**config.mk**
```make
export PLATFORM = sky130hd
export DESIGN_NAME = tl_bram_subsystem
export DESIGN_NICKNAME = d
export VERILOG_FILES = /design/src/bram_pkg.sv /design/src/tl_pkg.sv /design/src/tl_adapter_bram.sv /design/src/tl_bram_subsystem.sv /design/src/tl_socket_1n.sv
export VERILOG_INCLUDE_DIRS = /design/src /design/src/src
export SDC_FILE = /design/constraint.sdc
export NUM_CORES = 1
export LEC_CHECK = 0
export ABC_CLOCK_PERIOD_IN_PS = 9500
export BUFFER_PORTS_ARGS = -buffer_cell sky130_fd_sc_hd__buf_2
export CAP_MARGIN = 5
export CORE_AREA = 10 10 222 224
export CTS_CLUSTER_SIZE = 40
export DETAILED_ROUTE_END_ITERATION = 8
export DIE_AREA = 0 0 232 234
export GPL_TIMING_DRIVEN = 0
export PLACE_DENSITY = 0.61
export SYNTH_ARGS = -nofsm -noshare
export SYNTH_HDL_FRONTEND = slang
export SYNTH_HIERARCHICAL = 1
export SYNTH_SLANG_ARGS = --single-unit
```
**constraint.sdc**
```tcl
create_clock -name clk_i -period 9.5 [get_ports clk_i]
set_input_delay 0.475 -clock clk_i [delete_from_list [all_inputs] [get_ports clk_i]]
set_output_delay 0.475 -clock clk_i [all_outputs]
set_load 0.05 [all_outputs]
```
**src/tl_defines.svh**
```systemverilog
/*
 * Width and address-map macros for the TileLink-UL to BRAM subsystem.
 */

`ifndef TL_DEFINES_SVH
`define TL_DEFINES_SVH

// Bus widths.
`define TL_DATA_WIDTH   64
`define TL_ADDR_WIDTH   56
`define TL_SOURCE_WIDTH 4

// Word address of a 64-bit BRAM word.
`define BRAM_ADDR_WIDTH 53

// Anything outside the single IO window goes to main memory.
`define IO_BASE         56'h8001_0000
`define IO_MASK         56'h0000_003f

`endif

```
**src/bram_pkg.sv**
```systemverilog
/*
 * Memory-side types: BRAM word address, link select and adapter FSM states.
 */

`include "tl_defines.svh"

package bram_pkg;

  typedef logic [`BRAM_ADDR_WIDTH-1:0] bram_addr_t;

  typedef logic [0:0] link_idx_t;

  localparam link_idx_t LINK_MEM = 1'b0;
  localparam link_idx_t LINK_IO  = 1'b1;

  typedef enum logic [1:0] {
    ST_IDLE,
    ST_READ_WAIT,
    ST_RESPOND
  } adapter_state_e;

endpackage

```
**src/tl_pkg.sv**
```systemverilog
/*
 * TileLink-UL bus protocol types: payload widths and A/D channel opcodes.
 */

`include "tl_defines.svh"

package tl_pkg;

  typedef logic [`TL_DATA_WIDTH-1:0]   tl_data_t;
  typedef logic [`TL_ADDR_WIDTH-1:0]   tl_addr_t;
  typedef logic [`TL_DATA_WIDTH/8-1:0] tl_mask_t;
  typedef logic [`TL_SOURCE_WIDTH-1:0] tl_source_t;

  // A channel opcodes with their TileLink encodings.
  typedef enum logic [2:0] {
    TL_PUT_FULL_DATA    = 3'd0,
    TL_PUT_PARTIAL_DATA = 3'd1,
    TL_GET              = 3'd4
  } tl_a_op_e;

  // D channel opcodes.
  typedef enum logic [2:0] {
    TL_ACCESS_ACK      = 3'd0,
    TL_ACCESS_ACK_DATA = 3'd1
  } tl_d_op_e;

endpackage

```
**src/tl_adapter_bram.sv**
```systemverilog
/*
 * TileLink-UL to block RAM adapter. Issues one BRAM access per request and
 * returns AccessAck or AccessAckData on the D channel.
 */

`timescale 1ns/1ps

`include "tl_defines.svh"

module tl_adapter_bram (
  input  logic                  clk_i,
  input  logic                  reset_i,

  input  logic                  a_valid_i,
  output logic                  a_ready_o,
  input  tl_pkg::tl_a_op_e      a_opcode_i,
  input  tl_pkg::tl_addr_t      a_address_i,
  input  tl_pkg::tl_mask_t      a_mask_i,
  input  tl_pkg::tl_data_t      a_data_i,
  input  tl_pkg::tl_source_t    a_source_i,
  output logic                  d_valid_o,
  input  logic                  d_ready_i,
  output tl_pkg::tl_d_op_e      d_opcode_o,
  output tl_pkg::tl_source_t    d_source_o,
  output tl_pkg::tl_data_t      d_data_o,

  output logic                  bram_en_o,
  output logic                  bram_we_o,
  output bram_pkg::bram_addr_t  bram_addr_o,
  output tl_pkg::tl_mask_t      bram_wmask_o,
  output tl_pkg::tl_data_t      bram_wdata_o,
  input  tl_pkg::tl_data_t      bram_rdata_i
);

  import tl_pkg::*;
  import bram_pkg::*;

  adapter_state_e state_q;
  tl_d_op_e       d_opcode_q;
  tl_source_t     source_q;
  tl_data_t       rdata_q;

  logic a_fire;
  logic is_get;

  assign a_ready_o = (state_q == ST_IDLE);
  assign a_fire    = a_valid_i && a_ready_o;
  assign is_get    = (a_opcode_i == TL_GET);

  // Strobes are live only in the accept cycle.
  assign bram_en_o    = a_fire;
  assign bram_we_o    = a_fire && !is_get;
  assign bram_addr_o  = a_address_i[`TL_ADDR_WIDTH-1:3];
  assign bram_wmask_o = (a_opcode_i == TL_PUT_FULL_DATA) ? '1 : a_mask_i;
  assign bram_wdata_o = a_data_i;

  always_ff @(posedge clk_i) begin
    if (reset_i) begin
      state_q <= ST_IDLE;
    end else begin
      case (state_q)
        ST_IDLE: begin
          if (a_fire) begin
            state_q <= ST_READ_WAIT;
          end
        end
        ST_READ_WAIT: begin
          state_q <= ST_RESPOND;
        end
        ST_RESPOND: begin
          if (d_ready_i) begin
            state_q <= ST_IDLE;
          end
        end
        default: begin
          state_q <= ST_IDLE;
        end
      endcase
    end
  end

  always_ff @(posedge clk_i) begin
    if (a_fire) begin
      source_q   <= a_source_i;
      d_opcode_q <= is_get ? TL_ACCESS_ACK_DATA : TL_ACCESS_ACK;
    end
    // BRAM output is valid the cycle after the access.
    if (state_q == ST_READ_WAIT) begin
      rdata_q <= bram_rdata_i;
    end
  end

  assign d_valid_o  = (state_q == ST_RESPOND);
  assign d_opcode_o = d_opcode_q;
  assign d_source_o = source_q;
  assign d_data_o   = rdata_q;

endmodule

```
**src/tl_bram_subsystem.sv**
```systemverilog
/*
 * Memory side of the processor wrapper: a socket feeding a memory BRAM
 * adapter and an IO BRAM adapter.
 */

`timescale 1ns/1ps

`include "tl_defines.svh"

module tl_bram_subsystem (
  input  logic                  clk_i,
  input  logic                  reset_i,

  input  logic                  a_valid_i,
  output logic                  a_ready_o,
  input  tl_pkg::tl_a_op_e      a_opcode_i,
  input  tl_pkg::tl_addr_t      a_address_i,
  input  tl_pkg::tl_mask_t      a_mask_i,
  input  tl_pkg::tl_data_t      a_data_i,
  input  tl_pkg::tl_source_t    a_source_i,
  output logic                  d_valid_o,
  input  logic                  d_ready_i,
  output tl_pkg::tl_d_op_e      d_opcode_o,
  output tl_pkg::tl_source_t    d_source_o,
  output tl_pkg::tl_data_t      d_data_o,

  output logic                  mem_en_o,
  output logic                  mem_we_o,
  output bram_pkg::bram_addr_t  mem_addr_o,
  output tl_pkg::tl_mask_t      mem_wmask_o,
  output tl_pkg::tl_data_t      mem_wdata_o,
  input  tl_pkg::tl_data_t      mem_rdata_i,

  output logic                  io_en_o,
  output logic                  io_we_o,
  output bram_pkg::bram_addr_t  io_addr_o,
  output tl_pkg::tl_mask_t      io_wmask_o,
  output tl_pkg::tl_data_t      io_wdata_o,
  input  tl_pkg::tl_data_t      io_rdata_i
);

  import tl_pkg::*;

  logic       mem_a_valid;
  logic       mem_a_ready;
  tl_a_op_e   mem_a_opcode;
  tl_addr_t   mem_a_address;
  tl_mask_t   mem_a_mask;
  tl_data_t   mem_a_data;
  tl_source_t mem_a_source;
  logic       mem_d_valid;
  logic       mem_d_ready;
  tl_d_op_e   mem_d_opcode;
  tl_source_t mem_d_source;
  tl_data_t   mem_d_data;

  logic       io_a_valid;
  logic       io_a_ready;
  tl_a_op_e   io_a_opcode;
  tl_addr_t   io_a_address;
  tl_mask_t   io_a_mask;
  tl_data_t   io_a_data;
  tl_source_t io_a_source;
  logic       io_d_valid;
  logic       io_d_ready;
  tl_d_op_e   io_d_opcode;
  tl_source_t io_d_source;
  tl_data_t   io_d_data;

  tl_socket_1n i_socket (
    .clk_i           (clk_i),
    .reset_i         (reset_i),
    .a_valid_i       (a_valid_i),
    .a_ready_o       (a_ready_o),
    .a_opcode_i      (a_opcode_i),
    .a_address_i     (a_address_i),
    .a_mask_i        (a_mask_i),
    .a_data_i        (a_data_i),
    .a_source_i      (a_source_i),
    .d_valid_o       (d_valid_o),
    .d_ready_i       (d_ready_i),
    .d_opcode_o      (d_opcode_o),
    .d_source_o      (d_source_o),
    .d_data_o        (d_data_o),
    .mem_a_valid_o   (mem_a_valid),
    .mem_a_ready_i   (mem_a_ready),
    .mem_a_opcode_o  (mem_a_opcode),
    .mem_a_address_o (mem_a_address),
    .mem_a_mask_o    (mem_a_mask),
    .mem_a_data_o    (mem_a_data),
    .mem_a_source_o  (mem_a_source),
    .mem_d_valid_i   (mem_d_valid),
    .mem_d_ready_o   (mem_d_ready),
    .mem_d_opcode_i  (mem_d_opcode),
    .mem_d_source_i  (mem_d_source),
    .mem_d_data_i    (mem_d_data),
    .io_a_valid_o    (io_a_valid),
    .io_a_ready_i    (io_a_ready),
    .io_a_opcode_o   (io_a_opcode),
    .io_a_address_o  (io_a_address),
    .io_a_mask_o     (io_a_mask),
    .io_a_data_o     (io_a_data),
    .io_a_source_o   (io_a_source),
    .io_d_valid_i    (io_d_valid),
    .io_d_ready_o    (io_d_ready),
    .io_d_opcode_i   (io_d_opcode),
    .io_d_source_i   (io_d_source),
    .io_d_data_i     (io_d_data)
  );

  tl_adapter_bram i_mem_adapter (
    .clk_i        (clk_i),
    .reset_i      (reset_i),
    .a_valid_i    (mem_a_valid),
    .a_ready_o    (mem_a_ready),
    .a_opcode_i   (mem_a_opcode),
    .a_address_i  (mem_a_address),
    .a_mask_i     (mem_a_mask),
    .a_data_i     (mem_a_data),
    .a_source_i   (mem_a_source),
    .d_valid_o    (mem_d_valid),
    .d_ready_i    (mem_d_ready),
    .d_opcode_o   (mem_d_opcode),
    .d_source_o   (mem_d_source),
    .d_data_o     (mem_d_data),
    .bram_en_o    (mem_en_o),
    .bram_we_o    (mem_we_o),
    .bram_addr_o  (mem_addr_o),
    .bram_wmask_o (mem_wmask_o),
    .bram_wdata_o (mem_wdata_o),
    .bram_rdata_i (mem_rdata_i)
  );

  tl_adapter_bram i_io_adapter (
    .clk_i        (clk_i),
    .reset_i      (reset_i),
    .a_valid_i    (io_a_valid),
    .a_ready_o    (io_a_ready),
    .a_opcode_i   (io_a_opcode),
    .a_address_i  (io_a_address),
    .a_mask_i     (io_a_mask),
    .a_data_i     (io_a_data),
    .a_source_i   (io_a_source),
    .d_valid_o    (io_d_valid),
    .d_ready_i    (io_d_ready),
    .d_opcode_o   (io_d_opcode),
    .d_source_o   (io_d_source),
    .d_data_o     (io_d_data),
    .bram_en_o    (io_en_o),
    .bram_we_o    (io_we_o),
    .bram_addr_o  (io_addr_o),
    .bram_wmask_o (io_wmask_o),
    .bram_wdata_o (io_wdata_o),
    .bram_rdata_i (io_rdata_i)
  );

endmodule

```
**src/tl_socket_1n.sv**
```systemverilog
/*
 * One-to-two TileLink-UL socket. Registers each request, routes it to the
 * memory or IO link by address, and merges the two D channels round-robin.
 */

`timescale 1ns/1ps

`include "tl_defines.svh"

module tl_socket_1n (
  input  logic                  clk_i,
  input  logic                  reset_i,

  input  logic                  a_valid_i,
  output logic                  a_ready_o,
  input  tl_pkg::tl_a_op_e      a_opcode_i,
  input  tl_pkg::tl_addr_t      a_address_i,
  input  tl_pkg::tl_mask_t      a_mask_i,
  input  tl_pkg::tl_data_t      a_data_i,
  input  tl_pkg::tl_source_t    a_source_i,
  output logic                  d_valid_o,
  input  logic                  d_ready_i,
  output tl_pkg::tl_d_op_e      d_opcode_o,
  output tl_pkg::tl_source_t    d_source_o,
  output tl_pkg::tl_data_t      d_data_o,

  output logic                  mem_a_valid_o,
  input  logic                  mem_a_ready_i,
  output tl_pkg::tl_a_op_e      mem_a_opcode_o,
  output tl_pkg::tl_addr_t      mem_a_address_o,
  output tl_pkg::tl_mask_t      mem_a_mask_o,
  output tl_pkg::tl_data_t      mem_a_data_o,
  output tl_pkg::tl_source_t    mem_a_source_o,
  input  logic                  mem_d_valid_i,
  output logic                  mem_d_ready_o,
  input  tl_pkg::tl_d_op_e      mem_d_opcode_i,
  input  tl_pkg::tl_source_t    mem_d_source_i,
  input  tl_pkg::tl_data_t      mem_d_data_i,

  output logic                  io_a_valid_o,
  input  logic                  io_a_ready_i,
  output tl_pkg::tl_a_op_e      io_a_opcode_o,
  output tl_pkg::tl_addr_t      io_a_address_o,
  output tl_pkg::tl_mask_t      io_a_mask_o,
  output tl_pkg::tl_data_t      io_a_data_o,
  output tl_pkg::tl_source_t    io_a_source_o,
  input  logic                  io_d_valid_i,
  output logic                  io_d_ready_o,
  input  tl_pkg::tl_d_op_e      io_d_opcode_i,
  input  tl_pkg::tl_source_t    io_d_source_i,
  input  tl_pkg::tl_data_t      io_d_data_i
);

  import tl_pkg::*;
  import bram_pkg::*;

  logic       req_valid_q;
  link_idx_t  req_link_q;
  tl_a_op_e   req_opcode_q;
  tl_addr_t   req_address_q;
  tl_mask_t   req_mask_q;
  tl_data_t   req_data_q;
  tl_source_t req_source_q;

  link_idx_t  a_link;
  logic       link_ready;
  logic       a_fire;

  link_idx_t  d_grant;
  link_idx_t  rr_q;

  // Address decode against the IO window.
  assign a_link = ((a_address_i & ~`IO_MASK) == `IO_BASE) ? LINK_IO : LINK_MEM;

  assign link_ready = (req_link_q == LINK_IO) ? io_a_ready_i : mem_a_ready_i;
  assign a_ready_o  = !req_valid_q || link_ready;
  assign a_fire     = a_valid_i && a_ready_o;

  always_ff @(posedge clk_i) begin
    if (reset_i) begin
      req_valid_q <= 1'b0;
    end else if (a_fire) begin
      req_valid_q <= 1'b1;
    end else if (link_ready) begin
      req_valid_q <= 1'b0;
    end
  end

  always_ff @(posedge clk_i) begin
    if (a_fire) begin
      req_link_q    <= a_link;
      req_opcode_q  <= a_opcode_i;
      req_address_q <= a_address_i;
      req_mask_q    <= a_mask_i;
      req_data_q    <= a_data_i;
      req_source_q  <= a_source_i;
    end
  end

  // Payload goes to both links and only the chosen one sees valid.
  assign mem_a_valid_o   = req_valid_q && (req_link_q == LINK_MEM);
  assign mem_a_opcode_o  = req_opcode_q;
  assign mem_a_address_o = req_address_q;
  assign mem_a_mask_o    = req_mask_q;
  assign mem_a_data_o    = req_data_q;
  assign mem_a_source_o  = req_source_q;

  assign io_a_valid_o    = req_valid_q && (req_link_q == LINK_IO);
  assign io_a_opcode_o   = req_opcode_q;
  assign io_a_address_o  = req_address_q;
  assign io_a_mask_o     = req_mask_q;
  assign io_a_data_o     = req_data_q;
  assign io_a_source_o   = req_source_q;

  // Under contention the pointer picks; a lone valid link always wins.
  always_comb begin
    if (mem_d_valid_i && io_d_valid_i) begin
      d_grant = rr_q;
    end else if (io_d_valid_i) begin
      d_grant = LINK_IO;
    end else begin
      d_grant = LINK_MEM;
    end
  end

  // A stalled grant stays preferred so the D payload holds.
  always_ff @(posedge clk_i) begin
    if (reset_i) begin
      rr_q <= LINK_MEM;
    end else if (d_valid_o) begin
      rr_q <= d_ready_i ? ~d_grant : d_grant;
    end
  end

  assign d_valid_o     = mem_d_valid_i || io_d_valid_i;
  assign mem_d_ready_o = d_ready_i && (d_grant == LINK_MEM);
  assign io_d_ready_o  = d_ready_i && (d_grant == LINK_IO);

  assign d_opcode_o = (d_grant == LINK_IO) ? io_d_opcode_i : mem_d_opcode_i;
  assign d_source_o = (d_grant == LINK_IO) ? io_d_source_i : mem_d_source_i;
  assign d_data_o   = (d_grant == LINK_IO) ? io_d_data_i   : mem_d_data_i;

endmodule
```
==> flow_summary.toml, run 1 <==
[outcome]
status = "finished clean"

[clocking]
cts_hold_buf = 0
clkTransAtPathRegs_ns = 0.06
cts_resized = 0
clk_latency_ns = 0.58
cts_setup_buffers = 0
clockBufferDepth = 3
cts_made_buffers = 31
htree_levels = 1
root_buffer = "clkbuf_16"
cts.sinks = 277
cts_tree = "done"

[timing]
whs_ns = 0.06833
fin_setup_tns_ns = 0
hold_violations = 0
finalSetupViolations = 0
worst_slack_ns = 6.423
fin_skew_ns = 0.02461
fin_crit_ns = 3.077
rsz0062_at_grt = "false"
maxClockFrequency_ghz = 0.3250
tightest_slew_ns = 0.8611
period_share_pct = 32.39
maxSlewViolCount = 0
slew_headroom_pct = 42.28

[route]
vias = 7788
wire_per_inst_um = 18.71
vias_per_cell = 3.790
drt-total-wl_um = 38440
drtIter0Drc = 232
detail-route-antenna-nets = 0
firstDrtPassIters = 4
drc = 0

[finish]
drive_above_1_share_pct = 75.28
area_delta_synth_final_pct = 39.00
num-nets-final = 1696
postLayoutCoreUtil_pct = 38.39
design_area_um2 = 17230
final_common_cell = "buf_2"
final_cell_mix = "buf_2, buf_4, edfxtp_1"
finalNonFillerCells = 2055

[logic_synthesis]
synthesis.instances = 800
syn_area_um2 = 12400
syn_avg_cell_area_um2 = 15.50
ys_warn_count = 6

[setup_path]
crit_required_ns = 9.03
endpoint_kind = "primary output"
worstPathArrival_ns = 2.60
cp_max_fo = 10
ff2ff_setup_slack_ns = 7.47
critPathKind = "register to primary output"
startpoint_type = "register"

[grt]
antenna_found_initial = 7
grt-busiest-layer = "met2"
grt_max_degree = 65
met3_usage_pct = 4.085
grt_pass1_wl_um = 53020
grtUsageTotal_pct = 13.03
met1_usage_pct = 13.50
use_met2_pct = 24.38
grt_pass1_vias = 8303
grt.overflow.total = 0

[power]
leakagePower_nw = 7.787
power.density_nw_per_um2 = 186.1
p_total_mw = 3.207
ir_drop_mv = 0.1613

[placed_design]
place_ws_ns = 6.886
place.gp.congestion = 0.8964
portBuffers = 588
placed_cell_area_um2 = 16220
dp_hpwl_um = 31740
dp_cells = 1994

[die]
rows = 78
dieArea_um2 = 54290
fp.dieH_um = 234
ios = 594
core_area_um2 = 44890
start_util_pct = 27.62
die_w_um = 232

[job]
cap_violations = 0

[min_path]
timing.hold.worst.class = "input pin to register"
## where the power goes
part	switching (mW)	total, mW	internal (mW)
Clock	0.485	1.19	0.705
Sequential	0.0237	1.42	1.40
Combinational	0.385	0.594	0.209
## critical path: stages (launching register included)
cell	delay, ns
dfxtp_1	0.36
nor2b_2	0.20
inv_1	0.08
o21ai_4	0.41
buf_4	0.32
mux2_2	0.42
buf_2	0.23
## registers in the layout, summed over array words and instances (netlist names)
register                  flops
i_io_adapter/state_q          2
i_socket/io_a_opcode_o        3
i_io_adapter/d_opcode_o       1
i_mem_adapter/state_q         2
i_socket/rr_q                 1
i_io_adapter/d_source_o       4
i_socket/io_a_data_o         64
i_mem_adapter/d_source_o      4
i_socket/io_a_address_o      53
i_socket/io_a_mask_o          8
i_io_adapter/d_data_o        64
i_mem_adapter/d_opcode_o      1
i_socket/req_link_q           1
i_socket/req_valid_q          1
i_mem_adapter/d_data_o       64
i_socket/io_a_source_o        4
## final timing paths
path / startpoint / to / cells after the start
max: i_mem_adapter/state_q[1] / d_source_o[0] / 6
min: io_rdata_i[60] / i_io_adapter/d_data_o[60] / 1
max reg2reg: i_socket/req_link_q / i_socket/io_a_mask_o[3] / 5
min reg2reg: i_socket/io_a_source_o[1] / i_io_adapter/d_source_o[1] / 0
## routing by layer
metal | wire [um] | vias to the layer above
li1 | - | 3706
met1 | 13880 | 3695
met2 | 20400 | 313
met3 | 3100 | 68
met4 | 1025 | 6
met5 | 40 | -
## cell type report
class                   count  area [um^2]
plain buffers             377         2849
clock buffers              36        794.5
diodes                      3        7.507
multi-input cells         142         1284
well taps                 600        750.7
inverters                   6        22.52
fillers                  4389        27660
flip-flops and latches    277         8258
clock inverters            22        214.0
repair buffers            592         3053
(Power assumes the default switching activity.)
==> run 2: changes to the inputs <==
--- a/config.mk
+++ b/config.mk
@@ -6,15 +6,15 @@
 export SDC_FILE = /design/constraint.sdc
 export NUM_CORES = 1
 export LEC_CHECK = 0
-export ABC_CLOCK_PERIOD_IN_PS = 9500
+export ABC_CLOCK_PERIOD_IN_PS = 2800
 export BUFFER_PORTS_ARGS = -buffer_cell sky130_fd_sc_hd__buf_2
 export CAP_MARGIN = 5
-export CORE_AREA = 10 10 222 224
+export CORE_AREA = 10 10 224 226
 export CTS_CLUSTER_SIZE = 40
 export DETAILED_ROUTE_END_ITERATION = 8
-export DIE_AREA = 0 0 232 234
+export DIE_AREA = 0 0 234 236
 export GPL_TIMING_DRIVEN = 0
-export PLACE_DENSITY = 0.61
+export PLACE_DENSITY = 0.62
 export SYNTH_ARGS = -nofsm -noshare
 export SYNTH_HDL_FRONTEND = slang
 export SYNTH_HIERARCHICAL = 1
==> constraint.sdc (replaced) <==
create_clock -name clk_i -period 2.8 [get_ports clk_i]
set_input_delay 0.14 -clock clk_i [delete_from_list [all_inputs] [get_ports clk_i]]
set_output_delay 0.14 -clock clk_i [all_outputs]
set_load 0.05 [all_outputs]
==> flow_summary.toml, run 2 (synthesis results as in run 1) <==
[finish]
final_common_cell = "buf_2"
n_fill_cell = 4174
drive_above_1_share_pct = 63.64
area_delta_synth_final_pct = 60.13
postLayoutCoreUtil_pct = 43.29
finalNonFillerCells = 2324
num-nets-final = 1962
final_cell_mix = "buf_2, buf_4, edfxtp_1"

[placed_design]
dp_cells = 2000
portBuffers = 588
place.gp.congestion = 0.8967
dp_hpwl_um = 31270

[clocking]
clkTransAtPathRegs_ns = 0.06
htree_levels = 1
clockBufferDepth = 3
cts_made_buffers = 31
root_buffer = "clkbuf_16"
cts_tree = "done"
clk_latency_ns = 0.58
cts.sinks = 277

[timing]
fin_skew_ns = 0.02385
slew_headroom_pct = 30.10
rsz0062_at_grt = "false"
maxClockFrequency_ghz = 0.3966
tightest_slew_ns = 1.034
hold_violations = 0
finalSetupViolations = 0
fin_crit_ns = 2.521
period_share_pct = 90.05
maxSlewViolCount = 0

[die]
dieArea_um2 = 55220
start_util_pct = 27.03
rows = 79
fp.dieH_um = 236
die_w_um = 234
ios = 594
core_area_um2 = 45860

[grt]
grtUsageTotal_pct = 14.22
antenna_found_initial = 3
grt.overflow.total = 0
grt_max_degree = 70
grt_pass1_vias = 9818
grt_pass1_wl_um = 60040

[setup_path]
endpoint_kind = "primary output"
crit_required_ns = 2.66
r2r_start = "i_socket/req_link_q"
worst_r2r_path_depth = 4
startpoint_type = "register"
worstPathArrival_ns = 2.38
rr_endpoint = "i_socket/io_a_data_o[50]"
ff2ff_setup_slack_ns = 0.49
critPathKind = "register to primary output"
cp_max_fo = 10

[route]
drt-total-wl_um = 41660
wire_per_inst_um = 17.93
drtIter0Drc = 355
vias = 8878
drc = 0
vias_per_cell = 3.820
detail-route-antenna-nets = 0
firstDrtPassIters = 4

[job]
cap_violations = 0

[power]
switching_power_mw = 3.111
p_int_mw = 7.904
leakagePower_nw = 8.874
combPwrFrac_pct = 21.2
power_frac_seq_pct = 43.8
power.density_nw_per_um2 = 554.8
clockPowerShare_pct = 34.9
ir_drop_mv = 0.5502
p_sw_share_pct = 28.24

[min_path]
timing.hold.worst.class = "input pin to register"
worstHoldPathCells = 2
min_to = "i_io_adapter/d_data_o[31]"
min_from = "io_rdata_i[31]"

[outcome]
status = "finished clean"
run 2: metrics by stage:
| stage | TNS (ns) | cell area (um^2) | hold WS (ns) | setup slack, ns | power (mW) |
|---|---|---|---|---|---|
| global placement | -46.16 | 16110 | 0.3164 | -0.3806 | 6.913 |
| global route | 0 | 19850 | 0.2383 | 0.1344 | 11.44 |
| CTS | 0 | 19850 | 0.2214 | 0.1641 | 11.16 |
| finish | 0 | 19850 | 0.2602 | 0.2786 | 11.01 |
| floorplan | 0 | 12410 | 0.2069 | 0.4023 | 6.363 |
| detailed placement | 0 | 16200 | 0.3181 | 0.4793 | 6.942 |
run 2: worst max-delay path by stage:
stage,from,endpoint,slack [ns],depth (start not counted)
2_1_floorplan,i_socket/req_link_q,i_socket/io_a_address_o[10],0.40,3
3_3_place_gp,i_io_adapter/state_q[0],i_io_adapter/d_data_o[60],-0.38,1
3_5_place_dp,i_socket/req_link_q,i_socket/io_a_data_o[46],0.48,4
4_1_cts,i_socket/io_a_opcode_o[1],io_wmask_o[5],0.16,3
5_1_grt,i_socket/io_a_opcode_o[1],io_wmask_o[5],0.13,3
6_report,i_mem_adapter/state_q[1],d_data_o[17],0.28,8
run 2: area by class of cell:
class,count,area [um^2],area share (%)
Inverter,6,22.52,0.1134
Clock inverter,21,165.2,0.8319
Clock buffer,35,790.8,3.983
Buffer,377,2849,14.35
Tap cell,607,759.5,3.826
Antenna cell,1,2.502,0.01260
Timing Repair Buffer,858,5715,28.79
Sequential cell,277,8258,41.60
Multi-Input combinational cell,142,1290,6.498
run 2: critical path, cell delays in order, from the launching register on:
cell	delay (ns)
dfxtp_1	0.36
nor2b_2	0.20
inv_1	0.09
o21ai_4	0.17
buf_12	0.15
buf_12	0.10
buf_6	0.15
mux2_2	0.35
buf_2	0.22
run 2: power by group through the flow:
stage	Clock (mW)	Sequential [mW]	Combinational, mW
after detailed placement	0	4.91	2.03
after CTS	3.98	4.83	2.35
after global placement	0	4.91	2.00
final	3.85	4.83	2.34
after global routing	4.15	4.84	2.44
after floorplan	0	4.89	1.47
run 2: per-layer routing:
layer	up-vias	track usage [%]	part of all wire (%)
met2	347	26.78	54
met4	0	4.751	2.7
met3	66	3.517	7.7
met1	4235	14.95	36
met5	-	0	0
li1	4230	-	-
run 2: what timing repair did:
item / 4_1_cts / 5_1_grt
hold buffers: 264 / 0
endpoints found under the hold margin: 267 / 0
resized for setup: 1 / 0
endpoints found under the setup margin: 11 / 0
buffers inserted: 3 / 0
